==> config.mk <==
export PLATFORM = sky130hd
export DESIGN_NAME = lsu_req_fifo
export DESIGN_NICKNAME = d
export VERILOG_FILES = /design/src/lsu_pkg.sv /design/src/lsu_req_fifo.sv
export SDC_FILE = /design/constraint.sdc
export NUM_CORES = 1
export LEC_CHECK = 0
export ABC_AREA = 1
export BUFFER_PORTS_ARGS = -buffer_cell sky130_fd_sc_hd__buf_2
export CORE_MARGIN = 1
export CORE_UTILIZATION = 48
export DETAILED_ROUTE_END_ITERATION = 7
export PLACE_DENSITY = 0.68
export SLEW_MARGIN = 15
export SYNTH_ARGS = -nofsm -noshare
export SYNTH_HDL_FRONTEND = slang
export SYNTH_SLANG_ARGS = --single-unit
==> constraint.sdc <==
create_clock -name clk -period 3.15 [get_ports clk]
set_input_delay 0.63 -clock clk [delete_from_list [all_inputs] [get_ports clk]]
set_output_delay 0.63 -clock clk [all_outputs]
set_load 0.01 [all_outputs]
==> src/lsu_pkg.sv <==
package lsu_pkg;

    typedef logic [31:0] addr_t;
    typedef logic [31:0] data_t;
    typedef logic [3:0]  strb_t;
    typedef logic [1:0]  resp_t;

    typedef enum logic {
        OP_LOAD,
        OP_STORE
    } mem_op_e;

    typedef enum logic [1:0] {
        SZ_BYTE = 2'd0,
        SZ_HALF = 2'd1,
        SZ_WORD = 2'd2
    } mem_size_e;

    localparam resp_t RESP_OKAY   = 2'b00;
    localparam resp_t RESP_SLVERR = 2'b10;

    localparam int QUEUE_DEPTH = 4; // the issue stage also starts with this many credits.
    localparam int QUEUE_PTR_W = $clog2(QUEUE_DEPTH);
    localparam int QUEUE_CNT_W = $clog2(QUEUE_DEPTH + 1);

    localparam addr_t SRAM_BASE  = 32'hA000_0000;
    localparam int    SRAM_WORDS = 256;
    localparam int    SRAM_IDX_W = $clog2(SRAM_WORDS);
    localparam addr_t SRAM_END   = SRAM_BASE + addr_t'(SRAM_WORDS * 4); // first byte past the window.

endpackage

==> src/lsu_req_fifo.sv <==
module lsu_req_fifo (
    input  logic               clk,
    input  logic               rst,
    input  logic               push,
    input  lsu_pkg::mem_op_e   q_op,
    input  lsu_pkg::mem_size_e q_size,
    input  logic               q_sext,
    input  lsu_pkg::addr_t     q_addr,
    input  lsu_pkg::data_t     q_wdata,
    input  lsu_pkg::strb_t     q_strb,
    input  logic               q_misalign,
    input  logic               pop,
    output logic               not_empty,
    output lsu_pkg::mem_op_e   h_op,
    output lsu_pkg::mem_size_e h_size,
    output logic               h_sext,
    output lsu_pkg::addr_t     h_addr,
    output lsu_pkg::data_t     h_wdata,
    output lsu_pkg::strb_t     h_strb,
    output logic               h_misalign,
    output logic               credit_return
);
    import lsu_pkg::*;

    mem_op_e                op_mem       [QUEUE_DEPTH];
    mem_size_e              size_mem     [QUEUE_DEPTH];
    logic                   sext_mem     [QUEUE_DEPTH];
    addr_t                  addr_mem     [QUEUE_DEPTH];
    data_t                  wdata_mem    [QUEUE_DEPTH];
    strb_t                  strb_mem     [QUEUE_DEPTH];
    logic                   misalign_mem [QUEUE_DEPTH];
    logic [QUEUE_PTR_W-1:0] wr_ptr;
    logic [QUEUE_PTR_W-1:0] rd_ptr;
    logic [QUEUE_CNT_W-1:0] count;

    function automatic logic [QUEUE_PTR_W-1:0] ptr_inc(input logic [QUEUE_PTR_W-1:0] ptr);
        return (ptr == QUEUE_PTR_W'(QUEUE_DEPTH - 1)) ? '0 : ptr + 1'b1;
    endfunction

    always_ff @(posedge clk or posedge rst) begin
        if (rst) begin
            wr_ptr        <= '0;
            rd_ptr        <= '0;
            count         <= '0;
            credit_return <= 1'b0;
        end else begin
            if (push) wr_ptr <= ptr_inc(wr_ptr);
            if (pop) rd_ptr <= ptr_inc(rd_ptr);
            count         <= count + QUEUE_CNT_W'(push) - QUEUE_CNT_W'(pop);
            credit_return <= pop; // each freed slot goes back to the issue stage.
        end
    end

    always_ff @(posedge clk) begin
        if (push) begin
            op_mem[wr_ptr]       <= q_op;
            size_mem[wr_ptr]     <= q_size;
            sext_mem[wr_ptr]     <= q_sext;
            addr_mem[wr_ptr]     <= q_addr;
            wdata_mem[wr_ptr]    <= q_wdata;
            strb_mem[wr_ptr]     <= q_strb;
            misalign_mem[wr_ptr] <= q_misalign;
        end
    end

    assign not_empty  = count != '0;
    assign h_op       = op_mem[rd_ptr];
    assign h_size     = size_mem[rd_ptr];
    assign h_sext     = sext_mem[rd_ptr];
    assign h_addr     = addr_mem[rd_ptr];
    assign h_wdata    = wdata_mem[rd_ptr];
    assign h_strb     = strb_mem[rd_ptr];
    assign h_misalign = misalign_mem[rd_ptr];

    no_push_full: assert property (@(posedge clk) disable iff (rst)
        push |-> count < QUEUE_CNT_W'(QUEUE_DEPTH));
    no_pop_empty: assert property (@(posedge clk) disable iff (rst)
        pop |-> not_empty);

endmodule

==> out/qor.txt <==
Worst Max-Slew Pin Slew - 0.6828 ns
Yosys reg bits - 300
Rel. slew slack - 54.48%
Pleak - 6.998 nW
clock buffer depth - 3
# DRC - 0
Post-Syn Instances - 1196
CP max FO - 148
clock-pin slew on the worst setup and hold paths - 0.06 ns
register area share after synthesis - 70.68%
DR pass1 iterations - 5
Final WS setup - 0.4466 ns
FF-to-FF End - addr_mem[1][10]
Root Driver - clkbuf_16
count of final setup violators - 0
R2R depth - 5
R2R setup slack - 1.42 ns
worst setup path class - flop to primary output
Max-Cap Viols - 0
Fillers - 2108
footprint of the multi-input gates - 0.002295 mm^2
global route overflow - 0
Critical Path Source - rd_ptr[0]
Post-DRT Antenna Nets - 0
Crit. End Element - primary output
max-slew violation count - 0
CP arrival - 2.07 ns
RR Startpoint - wr_ptr[1]
min-delay worst type - primary input to asynchronous set/reset pin
Worst EP required - 2.52 ns
DPL Wire Length - 14250 um
Initial Utilization - 48.83%
CTS resizes - 0
most frequent cells in the layout - nand2_1, inv_1, edfxtp_1
routed vias - 7982
FF+latch area - 0.008976 mm^2
synth unique cells - 14
Buffers on Ports - 151
Setup TNS - 0 ns
largest net degree at the start of global routing - 149
crit share post-route - 85.82%
I/O Pins - 152
Post-Place Worst Slack - 1.014 ns
Synth Cell Area - 0.01269 mm^2
Max Clk Rate - 369.9 MHz
total track usage - 18.54%
Layout Skew - 0.007435 ns
global-route wire length before repair - 38580 um
final WL - 24730 um
critical path launch point type - flop
core area - 0.02598 mm^2
Vias/cell - 4.665
gp weighted congestion - 0.7036
Tmin final - 2.703 ns
Die H - 164.6 um
crit path to - h_addr[17]
vias in the first global route - 7625
Row Count - 59
RSZ-0062 raised after global routing - no
clk_lat worst skew - 0.55 ns
Initial DRC Count - 447
Layout area overhead - 17.71%
share of cells above drive strength 1 - 16.30%
H-tree levels - 1
DIE AREA - 0.02709 mm^2
Ys Warns - 0
VDD IR-drop max - 0.0005419 V
postcts setup bufs - 0
Die W - 164.6 um
WL/cell - 14.45 um
status - finished, final reports clean
TritonCTS clock tree - yes
Final Hold Fails - 0
final net count - 1436
commonest non-fill, non-tap cell in the layout - nand2_1
Sink Count - 300
Syn Area/Cell - 10.61 um^2
Power Dens Cells - 877.7 mW/mm^2
initial antenna violation count - 4
Power Total - 13.11 mW
cts hold-fix bufs - 0
CTS Buf Count - 31
syn_nets - 1281
[kinds of logic after synthesis]
group                      synth area share, %
buffers and inverters                    11.24
DFF                                      70.68
and+or+nand+nor                          17.08
adders and majority gates               0.8479
AOI/OAI and AO/OA                       0.1577
[sequential cells by signal, summed over array words and instances, names as in the netlist, 3 cells and up]
name and cells:
strb_mem 16, op_mem 4, misalign_mem 4, count 3, wdata_mem 128, sext_mem 4, size_mem 8, addr_mem 128
[routing by layer]
metal	GRT usage [%]	share of wire (%)	vias to the layer above
met4	4.504	2.1	4
met5	0	0.11	-
li1	-	-	4037
met1	23.10	42	3718
met2	32.54	50	178
met3	4.294	5.9	45
[critical path, cell delays in order, from the launching register on]
cell and delay [ns]:
dfrtp_4 0.44, buf_12 0.51, nand2_1 0.15, nand3_1 0.12
nand2_1 0.09, buf_2 0.15
[final cells by class]
class | instances | area share [%]
diodes | 2 | 0.03351
repair buffers | 170 | 6.852
clock buffers | 40 | 5.688
flip-flops and latches | 300 | 60.09
multi-input cells | 540 | 15.36
inverters | 308 | 7.790
well taps | 335 | 2.806
clock inverters | 16 | 1.374
[metrics by stage]
| step | std cells | hold slack, ns | instance area, um^2 | utilization [%] |
|---|---|---|---|---|
| finish | 1711 | 0.03804 | 14940 | 57.48 |
| global route | 1709 | 0.05369 | 14930 | 57.46 |
| CTS | 1709 | 0.03379 | 14930 | 57.46 |
| detailed placement | 1653 | 0.5580 | 13880 | 53.40 |
| global placement | 1653 | 0.5377 | 13880 | 53.40 |
| floorplan | 1196 | 0.4457 | 12690 | - |
[how the worst min path moves through the flow]
stage,cells after the start,endpoint,from,slack (ns)
5_1_grt,2,rd_ptr[0],rst,0.05
2_1_floorplan,1,count[0],rst,0.45
3_5_place_dp,3,count[2],count[2],0.56
3_3_place_gp,3,count[2],count[2],0.54
4_1_cts,2,rd_ptr[0],rst,0.03
6_report,2,rd_ptr[0],rst,0.04
[cells in the mapped netlist (all sizes together)]
cell,instances,area share (%)
clkbuf,4,0.12
edfxtp,292,69
nand2,378,11
o21ai,4,0.16
fa,1,0.16
dfrtp,8,1.6
nor2,2,0.059
ha,7,0.69
nand3,148,5.8
buf,44,2.0
inv,308,9.1
[power breakdown]
group | total (mW) | switching (mW) | internal [mW]
combinational | 4.07 | 2.69 | 1.37
clock | 3.73 | 1.44 | 2.29
sequential | 5.31 | 0.199 | 5.12
Note: power is estimated with default switching activity, not from simulation.
