--- src/lsu_pkg.sv ---
package lsu_pkg;

    typedef logic [31:0] addr_t;
    typedef logic [31:0] data_t;
    typedef logic [3:0]  strb_t;
    typedef logic [1:0]  resp_t;

    typedef enum logic {
        OP_LOAD,
        OP_STORE
    } mem_op_e;

    typedef enum logic [1:0] {
        SZ_BYTE = 2'd0,
        SZ_HALF = 2'd1,
        SZ_WORD = 2'd2
    } mem_size_e;

    localparam resp_t RESP_OKAY   = 2'b00;
    localparam resp_t RESP_SLVERR = 2'b10;

    localparam int QUEUE_DEPTH = 4; // the issue stage also starts with this many credits.
    localparam int QUEUE_PTR_W = $clog2(QUEUE_DEPTH);
    localparam int QUEUE_CNT_W = $clog2(QUEUE_DEPTH + 1);

    localparam addr_t SRAM_BASE  = 32'hA000_0000;
    localparam int    SRAM_WORDS = 256;
    localparam int    SRAM_IDX_W = $clog2(SRAM_WORDS);
    localparam addr_t SRAM_END   = SRAM_BASE + addr_t'(SRAM_WORDS * 4); // first byte past the window.

endpackage

--- src/lsu_issue.sv ---
module lsu_issue (
    input  logic               clk,
    input  logic               rst,
    input  logic               req_valid,
    output logic               req_ready,
    input  lsu_pkg::mem_op_e   req_op,
    input  lsu_pkg::mem_size_e req_size,
    input  logic               req_sext,
    input  lsu_pkg::addr_t     req_addr,
    input  lsu_pkg::data_t     req_wdata,
    output logic               push,
    output lsu_pkg::mem_op_e   q_op,
    output lsu_pkg::mem_size_e q_size,
    output logic               q_sext,
    output lsu_pkg::addr_t     q_addr,
    output lsu_pkg::data_t     q_wdata,
    output lsu_pkg::strb_t     q_strb,
    output logic               q_misalign,
    input  logic               credit_return
);
    import lsu_pkg::*;

    logic                   accept;
    logic [1:0]             offset;
    logic [QUEUE_CNT_W-1:0] credits;
    logic [QUEUE_CNT_W-1:0] credits_next;
    strb_t                  strb;
    logic                   misalign;

    assign accept       = req_valid && req_ready;
    assign offset       = req_addr[1:0];
    assign credits_next = credits - QUEUE_CNT_W'(accept) + QUEUE_CNT_W'(credit_return);

    always_comb begin
        case (req_size)
            SZ_BYTE: begin
                strb     = 4'b0001 << offset;
                misalign = 1'b0;
            end
            SZ_HALF: begin
                strb     = 4'b0011 << offset;
                misalign = offset[0];
            end
            default: begin
                strb     = 4'b1111 << offset;
                misalign = |offset; // words must sit on a 4-byte boundary.
            end
        endcase
    end

    always_ff @(posedge clk or posedge rst) begin
        if (rst) begin
            credits   <= QUEUE_CNT_W'(QUEUE_DEPTH);
            req_ready <= 1'b0;
            push      <= 1'b0;
        end else begin
            credits   <= credits_next;
            req_ready <= credits_next != '0; // tracks the credit count one edge ahead.
            push      <= accept;
        end
    end

    always_ff @(posedge clk) begin
        if (accept) begin
            q_op       <= req_op;
            q_size     <= req_size;
            q_sext     <= req_sext;
            q_addr     <= req_addr;
            q_wdata    <= req_wdata << {offset, 3'b000}; // move store data into its lane.
            q_strb     <= strb;
            q_misalign <= misalign;
        end
    end

    credit_bound: assert property (@(posedge clk) disable iff (rst)
        credits <= QUEUE_CNT_W'(QUEUE_DEPTH));

endmodule

--- config.mk ---
export PLATFORM = sky130hd
export DESIGN_NAME = lsu_issue
export DESIGN_NICKNAME = d
export VERILOG_FILES = /design/src/lsu_pkg.sv /design/src/lsu_issue.sv
export SDC_FILE = /design/constraint.sdc
export NUM_CORES = 1
export LEC_CHECK = 0
export BUFFER_PORTS_ARGS = -buffer_cell sky130_fd_sc_hd__buf_2
export CAP_MARGIN = 0
export CORE_UTILIZATION = 45
export DETAILED_ROUTE_END_ITERATION = 8
export PLACE_DENSITY = 0.8
export SLEW_MARGIN = 20
export SYNTH_ARGS = -nofsm -noshare
export SYNTH_HDL_FRONTEND = slang
export SYNTH_SLANG_ARGS = --single-unit
--- constraint.sdc ---
create_clock -name clk -period 4.6 [get_ports clk]
set_input_delay 0.23 -clock clk [delete_from_list [all_inputs] [get_ports clk]]
set_output_delay 0.23 -clock clk [all_outputs]
set_load 0.005 [all_outputs]
==> flow_metrics.tcl <==
set metrics [dict create \
    ys_warn_count 0 \
    antenna_found_initial 0 \
    yosysTopAreaCell "edfxtp_1" \
    synthArstFlopShare 0.0641 \
    status "complete, no violations" \
    clockRootBuffer "clkbuf_8" \
    die_x_um 83.5 \
    cts.sinks 78 \
    grt_pass1_wl_mm 9.02 \
    h-tree-depth 3 \
    synth_most_common_cell "edfxtp_1" \
    overflow 0 \
    synth_edf_count 73 \
    clock_skew_ps 5.25 \
    max_stage_delay_ps 390 \
    place_congestion 0.727 \
    yosysTopAreaCellShare 0.733 \
    finalHoldViolations 0 \
    ir_drop_mv 0.424 \
    rows 29 \
    grt_max_degree 75 \
    clock_path_buffers 2 \
    max_freq_ghz 0.491 \
    cts_tree "done" \
    syn-num-nets 242 \
    area.growth.synth_to_final_pct 33.6 \
    start_util 0.468 \
    worstPathArrival_ps 2260 \
    grt_usage 0.169 \
    yosysUniqueCellTypes 23 \
    cp_max_fo 2 \
    hold_class "in2reg" \
    start_kind "flip-flop" \
    worstHoldStart "req_op" \
    seq_area_frac_synth 0.775 \
    worstPathRequired_ps 4820 \
    slew_violations 0 \
    switchingPower_uw 431 \
    synthFlopType "edfxtp_1" \
    path_delay_family "adder cells" \
    syn_area_per_cell_um2 17.9 \
    num_vias 1940 \
    drt_drc_violations_left 0 \
    cts_inserted_buffers 9 \
    grt_pass1_vias 1936 \
    leakage_uw 0.00179 \
    clkTransAtPathRegs_ps 90 \
    place.port_buffers 146 \
    die_area_um2 6980 \
    antennaDiodeCount 0 \
    worst_slew_pin_slew_ps 920 \
    syn_inst 167 \
    vias_per_cell 4.85 \
    finalSetupTns_ps 0 \
    power_frac_comb 0.162 \
    layout_min_cycle_time_ps 2040 \
    setup_slack_ps 2560 \
    routed_wl_mm 5.74 \
    finalCritPeriodShare 0.443 \
    drive_gt1_frac 0.511 \
    dr.pass1.iters 4 \
    maxCapViolCount 0 \
    p_clk_frac 0.301 \
    cp-end-kind "flip-flop" \
    slew_headroom 0.387 \
    synthesis.area_um2 2990 \
    wire_per_inst_um 14.4 \
    path_cells "and2_4, ha_1, inv_1, ha_1, fa_1, xnor3_1, or3_1" \
    place_ws_ps 2570 \
    hpwl_mm 4.00 \
    clk_latency_ps 340 \
    ys_ff_latch 78 \
    crit_start "req_ready$_DFF_PP0_" \
    ctsResizeCount 0 \
    p_seq_frac 0.537 \
    ios 147 \
    drt-initial-drc-count 77 \
    r2r-start "req_ready$_DFF_PP0_" \
    core-area_um2 6390 \
    fin_nets 393 \
    dieHeight_um 83.5 \
    antenna_left 0 \
    path_buf_inv 1 \
    critPathKind "reg2reg" \
    worst_path_most_repeated_cell "ha_1" \
    cp_slowest_cell "dfrtp_1" \
    intPower_uw 1290 \
    ff2ff_setup_slack_ps 2560 \
    power_switching_share 0.250 \
    p_per_area_nw_per_um2 431 \
    netlist_top_cells_area "edfxtp_1 73%, mux2i_1 11%, dfrtp_1 3.3%" \
    rsz0062_at_grt "false" \
    synth_common_cells "73 x edfxtp_1, 32 x mux2i_1, 12 x nor2_1" \
    finalSetupViolCount 0 \
]
power by group through the flow:
stage	combinational (uW)	clock (uW)	sequential, uW
finish	279	518	926
global route	312	559	935
CTS	286	533	927
detailed placement	286	0	942
global placement	270	0	938
floorplan	128	0	956
layout by cell type (no fill, tap or decap), drive strengths merged, types with 3 or more instances in the layout:
master     n
buf      147
edfxtp    73
o22ai      3
clkbuf     9
nand2      3
dfrtp      4
and2       9
inv        9
mux2i     32
o2bb2ai    5
nor2      12
registers in the layout, indices dropped and copies added (netlist names):
name	flops
q_strb	4
q_sext	1
credits	3
q_op	1
push	1
q_addr	32
req_ready	1
q_size	2
q_wdata	32
q_misalign	1
worst reg2reg max path: cells and delay by family, from the launching register on:
| kind | cells | cell delay, ps |
|---|---|---|
| xor+xnor | 1 | 210 |
| fa+ha+maj | 3 | 820 |
| buf+inv | 1 | 40 |
| flops | 1 | 390 |
| simple gates | 2 | 450 |
area by class of cell:
class,count,area [um2]
well taps,77,96.3
flip-flops and latches,78,2320
repair buffers,148,748
multi-input cells,76,612
clock inverters,7,77.6
inverters,5,18.8
fillers,526,2390
clock buffers,9,124
through the flow:
stage / power [uW] / instances / util / area [um2] / hold slack, ps
3_3_place_gp: 1210 / 383 / 0.592 / 3780 / 127
4_1_cts: 1750 / 400 / 0.626 / 4000 / 37.6
5_1_grt: 1810 / 400 / 0.626 / 4000 / 33.7
2_1_floorplan: 1080 / 167 / - / 2990 / 7.79
3_5_place_dp: 1230 / 383 / 0.592 / 3780 / 132
6_report: 1720 / 400 / 0.626 / 4000 / 54.5
final timing paths:
path | cells after the start | end
min | 1 | q_op$_DFFE_PP_
max | 7 | req_ready$_DFF_PP0_
max in group asynchronous | 3 | credits[2]$_DFF_PP1_
max reg2reg | 7 | req_ready$_DFF_PP0_
min in group asynchronous | 3 | req_ready$_DFF_PP0_
min reg2reg | 1 | credits[2]$_DFF_PP1_
cell families after synthesis:
family / Yosys count / share of synthesized area
adders and majority gates: 3 / 0.0151
AOI/OAI and AO/OA: 12 / 0.0285
muxes: 32 / 0.107
and+or+nand+nor: 28 / 0.0456
DFF: 78 / 0.775
buffers and inverters: 13 / 0.0209
xor gates and xnor gates: 1 / 0.00753
layer usage:
layer  share of wire  GRT usage  wire [um]  up-vias
li1                -          -          -      928
met1            0.39      0.182       2240      911
met2            0.50      0.293       2860       89
met3           0.091     0.0643        522       12
met4           0.020     0.0847        117        0
met5               0          0          0        -
what timing repair did:
item / in CTS / in global routing
hold buffers: 1 / 0
setup buffers: 0 / 0
setup endpoints to repair: 0 / 0
endpoints found under the hold margin: 5 / 0
(Power assumes the default switching activity.)
