$ cat src/lsu_pkg.sv
package lsu_pkg;

    typedef logic [31:0] addr_t;
    typedef logic [31:0] data_t;
    typedef logic [3:0]  strb_t;
    typedef logic [1:0]  resp_t;

    typedef enum logic {
        OP_LOAD,
        OP_STORE
    } mem_op_e;

    typedef enum logic [1:0] {
        SZ_BYTE = 2'd0,
        SZ_HALF = 2'd1,
        SZ_WORD = 2'd2
    } mem_size_e;

    localparam resp_t RESP_OKAY   = 2'b00;
    localparam resp_t RESP_SLVERR = 2'b10;

    localparam int QUEUE_DEPTH = 4; // the issue stage also starts with this many credits.
    localparam int QUEUE_PTR_W = $clog2(QUEUE_DEPTH);
    localparam int QUEUE_CNT_W = $clog2(QUEUE_DEPTH + 1);

    localparam addr_t SRAM_BASE  = 32'hA000_0000;
    localparam int    SRAM_WORDS = 256;
    localparam int    SRAM_IDX_W = $clog2(SRAM_WORDS);
    localparam addr_t SRAM_END   = SRAM_BASE + addr_t'(SRAM_WORDS * 4); // first byte past the window.

endpackage

$ cat src/lsu_axi_master.sv
module lsu_axi_master (
    input  logic               clk,
    input  logic               rst,
    input  logic               not_empty,
    input  lsu_pkg::mem_op_e   h_op,
    input  lsu_pkg::mem_size_e h_size,
    input  logic               h_sext,
    input  lsu_pkg::addr_t     h_addr,
    input  lsu_pkg::data_t     h_wdata,
    input  lsu_pkg::strb_t     h_strb,
    input  logic               h_misalign,
    output logic               pop,
    output logic               awvalid,
    input  logic               awready,
    output lsu_pkg::addr_t     awaddr,
    output logic [2:0]         awsize,
    output logic               wvalid,
    input  logic               wready,
    output lsu_pkg::data_t     wdata,
    output lsu_pkg::strb_t     wstrb,
    input  logic               bvalid,
    output logic               bready,
    input  lsu_pkg::resp_t     bresp,
    output logic               arvalid,
    input  logic               arready,
    output lsu_pkg::addr_t     araddr,
    output logic [2:0]         arsize,
    input  logic               rvalid,
    output logic               rready,
    input  lsu_pkg::data_t     rdata,
    input  lsu_pkg::resp_t     rresp,
    output logic               rsp_valid,
    output lsu_pkg::mem_op_e   rsp_op,
    output lsu_pkg::data_t     rsp_data,
    output logic               rsp_fault
);
    import lsu_pkg::*;

    typedef enum logic [2:0] {
        IDLE,
        READ_ADDR,
        READ_DATA,
        WRITE_REQ,
        WRITE_RESP,
        RESPOND_FAULT
    } state_e;

    state_e     state;
    mem_size_e  cur_size;
    logic       cur_sext;
    logic [1:0] cur_off;
    logic       aw_pending;
    logic       w_pending;
    data_t      shifted;
    data_t      load_data;

    assign pop        = (state == IDLE) && not_empty;
    assign aw_pending = awvalid && !awready;
    assign w_pending  = wvalid && !wready;
    assign shifted    = rdata >> {cur_off, 3'b000};

    always_comb begin
        case (cur_size)
            SZ_BYTE: load_data = cur_sext ? {{24{shifted[7]}}, shifted[7:0]}
                                          : {24'b0, shifted[7:0]};
            SZ_HALF: load_data = cur_sext ? {{16{shifted[15]}}, shifted[15:0]}
                                          : {16'b0, shifted[15:0]};
            default: load_data = shifted;
        endcase
    end

    always_ff @(posedge clk or posedge rst) begin
        if (rst) begin
            state     <= IDLE;
            awvalid   <= 1'b0;
            wvalid    <= 1'b0;
            bready    <= 1'b0;
            arvalid   <= 1'b0;
            rready    <= 1'b0;
            rsp_valid <= 1'b0;
        end else begin
            rsp_valid <= 1'b0;
            case (state)
                IDLE: begin
                    if (pop) begin
                        if (h_misalign) begin
                            rsp_valid <= 1'b1; // never reaches the bus.
                            state     <= RESPOND_FAULT;
                        end else if (h_op == OP_LOAD) begin
                            arvalid <= 1'b1;
                            state   <= READ_ADDR;
                        end else begin
                            awvalid <= 1'b1;
                            wvalid  <= 1'b1;
                            state   <= WRITE_REQ;
                        end
                    end
                end
                READ_ADDR: begin
                    if (arready) begin
                        arvalid <= 1'b0;
                        rready  <= 1'b1;
                        state   <= READ_DATA;
                    end
                end
                READ_DATA: begin
                    if (rvalid) begin
                        rready    <= 1'b0;
                        rsp_valid <= 1'b1;
                        state     <= IDLE;
                    end
                end
                WRITE_REQ: begin
                    if (awready) awvalid <= 1'b0;
                    if (wready) wvalid <= 1'b0;
                    if (!aw_pending && !w_pending) begin
                        bready <= 1'b1; // wait for B once both channels are done.
                        state  <= WRITE_RESP;
                    end
                end
                WRITE_RESP: begin
                    if (bvalid) begin
                        bready    <= 1'b0;
                        rsp_valid <= 1'b1;
                        state     <= IDLE;
                    end
                end
                default: state <= IDLE;
            endcase
        end
    end

    always_ff @(posedge clk) begin
        if (pop) begin
            cur_size  <= h_size;
            cur_sext  <= h_sext;
            cur_off   <= h_addr[1:0];
            araddr    <= h_addr;
            arsize    <= {1'b0, h_size};
            awaddr    <= h_addr;
            awsize    <= {1'b0, h_size};
            wdata     <= h_wdata;
            wstrb     <= h_strb;
            rsp_op    <= h_op;
            rsp_data  <= '0;
            rsp_fault <= h_misalign;
        end
        if (state == READ_DATA && rvalid) begin
            rsp_data  <= (rresp == RESP_OKAY) ? load_data : '0;
            rsp_fault <= rresp != RESP_OKAY;
        end
        if (state == WRITE_RESP && bvalid) begin
            rsp_fault <= bresp != RESP_OKAY;
        end
    end

    ar_hold: assert property (@(posedge clk) disable iff (rst)
        arvalid && !arready |=> arvalid && $stable(araddr));
    aw_hold: assert property (@(posedge clk) disable iff (rst)
        awvalid && !awready |=> awvalid && $stable(awaddr));

endmodule

$ cat config.mk
export PLATFORM = sky130hd
export DESIGN_NAME = lsu_axi_master
export DESIGN_NICKNAME = d
export VERILOG_FILES = /design/src/lsu_pkg.sv /design/src/lsu_axi_master.sv
export SDC_FILE = /design/constraint.sdc
export NUM_CORES = 1
export LEC_CHECK = 0
export ABC_AREA = 1
export BUFFER_PORTS_ARGS = -buffer_cell sky130_fd_sc_hd__buf_4
export CAP_MARGIN = 20
export CELL_PAD_IN_SITES_DETAIL_PLACEMENT = 1
export CELL_PAD_IN_SITES_GLOBAL_PLACEMENT = 2
export CORE_MARGIN = 5
export CORE_UTILIZATION = 28
export CTS_CLUSTER_SIZE = 24
export DETAILED_ROUTE_END_ITERATION = 16
export GPL_TIMING_DRIVEN = 0
export PLACE_DENSITY_LB_ADDON = 0.12
export REMOVE_ABC_BUFFERS = 1
export SLEW_MARGIN = 15
export SYNTH_ARGS = -nofsm -noshare
export SYNTH_HDL_FRONTEND = slang
export SYNTH_SLANG_ARGS = --single-unit
$ cat constraint.sdc
create_clock -name clk -period 4.5 [get_ports clk]
set_input_delay 0.675 -clock clk [delete_from_list [all_inputs] [get_ports clk]]
set_output_delay 0.675 -clock clk [all_outputs]
set_load 0.01 [all_outputs]
==> out/results.txt <==
Final #Nets: 779
Clock skew: 0.00905 ns
Sequence of cells on the critical path: nor3_2 > nand2_1 > inv_4 > buf_16 > buf_4
Cell variety after synth: 30
P per Cell Area: 548 nW/um2
Min-Delay Path Class: in -> async
First-pass GRT wire length: 24100 um
Wire per inst: 18.7 um
Max Cap Viol: 0
CTS H-tree lvls: 4
GRT overflow: 0
Chip height: 143 um
Die area: 20500 um2
RePlAce Congestion: 0.806
Clock root buffer: clkbuf_16
Avg Cell Area, Syn: 11.5 um2
VDD IR-drop max: 0.249 mV
IO Pins: 264
P&R area growth vs syn: 49.9%
Worst path slowest cell: dfrtp_1
RSZ-0062 raised after global routing: no
Synth Instances: 431
Final period utilization: 63.6%
Port Buffers: 261
Buffer depth of the longest clock path: 2
Max stage delay on crit path: 0.46 ns
Final Max Tran Viols: 0
CTS Buf Count: 17
Number of global-route vias before repair: 4079
Layout cells sized above 1: 45.8%
Slew @ Worst Pin: 1.01 ns
Crit path capture type: output pin
Worst slew margin: 33.0%
Largest net degree at the start of global routing: 66
GRT Util Overall: 15.9%
Drt first pass iters: 4
Setup total negative slack: 0 ns
Commonest non-fill, non-tap cell in the layout: buf_4
Seq/Total Area, Yosys: 68.2%
Static Leak: 3.47 nW
Mapped cell area: 4950 um2
Commonest cells after routing, fill and taps aside: buf_4, nand2_1, edfxtp_1
Starting DRC count in detailed routing: 149
Die width: 143 um
Post-CTS resize count: 0
Core box area: 17400 um2
N_diodes: 0
WL final: 16800 um
CP Max Fanout: 65
DRC: 0
Yosys warns: 0
Final hold vios: 0
Clk pin slew, worst setup/hold paths: 0.06 ns
Critical path class: reg -> out
Drt via density: 4.39
Max Fclk: 349 MHz
CP Data Required Time: 3.83 ns
Clock period minus final worst setup slack: 2.86 ns
Synth area leaders: edfxtp_1, nand2_1, buf_4
Area share of the largest cell type after synthesis: 63.6%
Postcts setup bufs: 0
Synth area leader: edfxtp_1
CP Data Arrival Time: 2.19 ns
HPWL Detailed: 12900 um
Antenna Violating Nets Remaining: 0
CTS sink cnt: 114
CP Launch Type: flip-flop
Worst-Skew Late Latency: 0.41 ns
FF+latch area: 3380 um2
Hold Buf Count CTS: 0
Initial Util: 28.5%
Outcome: complete, no violations
Antenna violations before repair: 0
FF+latch count, synth: 114
Std-Cell Rows: 48
CTS tree: yes
Routed vias: 3951
Multi-input gate area: 1060 um2
Endpoints failing setup: 0
Fin Hold WS: 0.250 ns
Filler cells: 1958
[stage by stage]
step	worst slack (ns)	utilization, %	area [um2]	std cells	power (W)
CTS	1.57	42.8	7430	900	0.00415
detailed placement	1.86	39.6	6870	868	0.00287
finish	1.64	42.8	7430	900	0.00407
global route	1.46	42.8	7430	900	0.00431
global placement	0.405	39.3	6820	866	0.00284
floorplan	1.51	-	4580	380	0.00213
[critical path: cells and delay by family (launching register included)]
family / cells / cell delay, ns
buffers and inverters: 3 / 0.73
flip-flops: 1 / 0.46
AND/OR/NAND/NOR: 2 / 0.56
[cell type report]
cell class | instances | area share (%)
Tap cell | 225 | 3.79
Sequential cell | 114 | 45.5
Timing Repair Buffer | 263 | 27.0
Clock inverter | 15 | 1.77
Inverter | 36 | 1.92
Clock buffer | 17 | 5.73
Multi-Input combinational cell | 230 | 14.3
[where the power goes]
group          internal, W  switching (W)
Sequential         0.00148       0.000138
Combinational     0.000530       0.000665
Clock             0.000761       0.000494
Total              0.00277        0.00130
[routing by layer]
metal  vias to the layer above  track usage [%]  routed length (um)
met1                      1889             17.8                6180
met4                         0             5.70                 271
li1                       1887                -                   -
met5                         -                0                   0
met3                        15             4.42                1440
met2                       160             28.8                8930
[cells in the mapped netlist]
library cell  number
nand3_2            1
edfxtp_1         105
o21ai_0           14
inv_1             33
o31ai_1            1
nor2_2             1
nand4_1            1
nand3b_4           1
and2_1             1
buf_4             38
nor3_2             1
a21boi_0           1
nand2_1          120
buf_2              6
nand4_2            1
nand2_2            1
a21oi_1           15
conb_1             1
a22oi_1            2
buf_6              5
buf_1              1
nor2_4             2
inv_4              2
nand3_1           47
dfrtp_1            9
nor2_1            15
inv_2              1
clkbuf_1           2
nand3_4            1
nand3b_1           2
[state kept, by name, indices dropped and copies added, names as in the netlist]
register   flops
araddr        32
wstrb          4
rready         1
awvalid        1
rsp_op         1
rsp_data      32
wvalid         1
arvalid        1
rsp_valid      1
state          3
wdata         32
awsize         2
rsp_fault      1
cur_sext       1
bready         1
[logic make-up after synthesis]
family	count (synthesis)	share of synthesized area (%)
other	1	0.0757
DFF	114	68.2
AOI/OAI and AO/OA	33	3.54
and+or+nand+nor	195	17.7
buffers and inverters	88	10.6
[worst paths after layout]
kind | from | cells after the start | endpoint | slack [ns]
worst max-delay path | state[0] | 5 | pop | 1.64
worst min-delay path | rst | 2 | arvalid | 0.25
worst max register to register | araddr[0] | 7 | rsp_data[24] | 1.90
worst min register to register | bready | 2 | bready | 0.50
max in group asynchronous | rst | 2 | state[1] | 3.98
min in group clk | h_wdata[27] | 1 | wdata[27] | 0.44
Power figures use the tool's default switching activity.
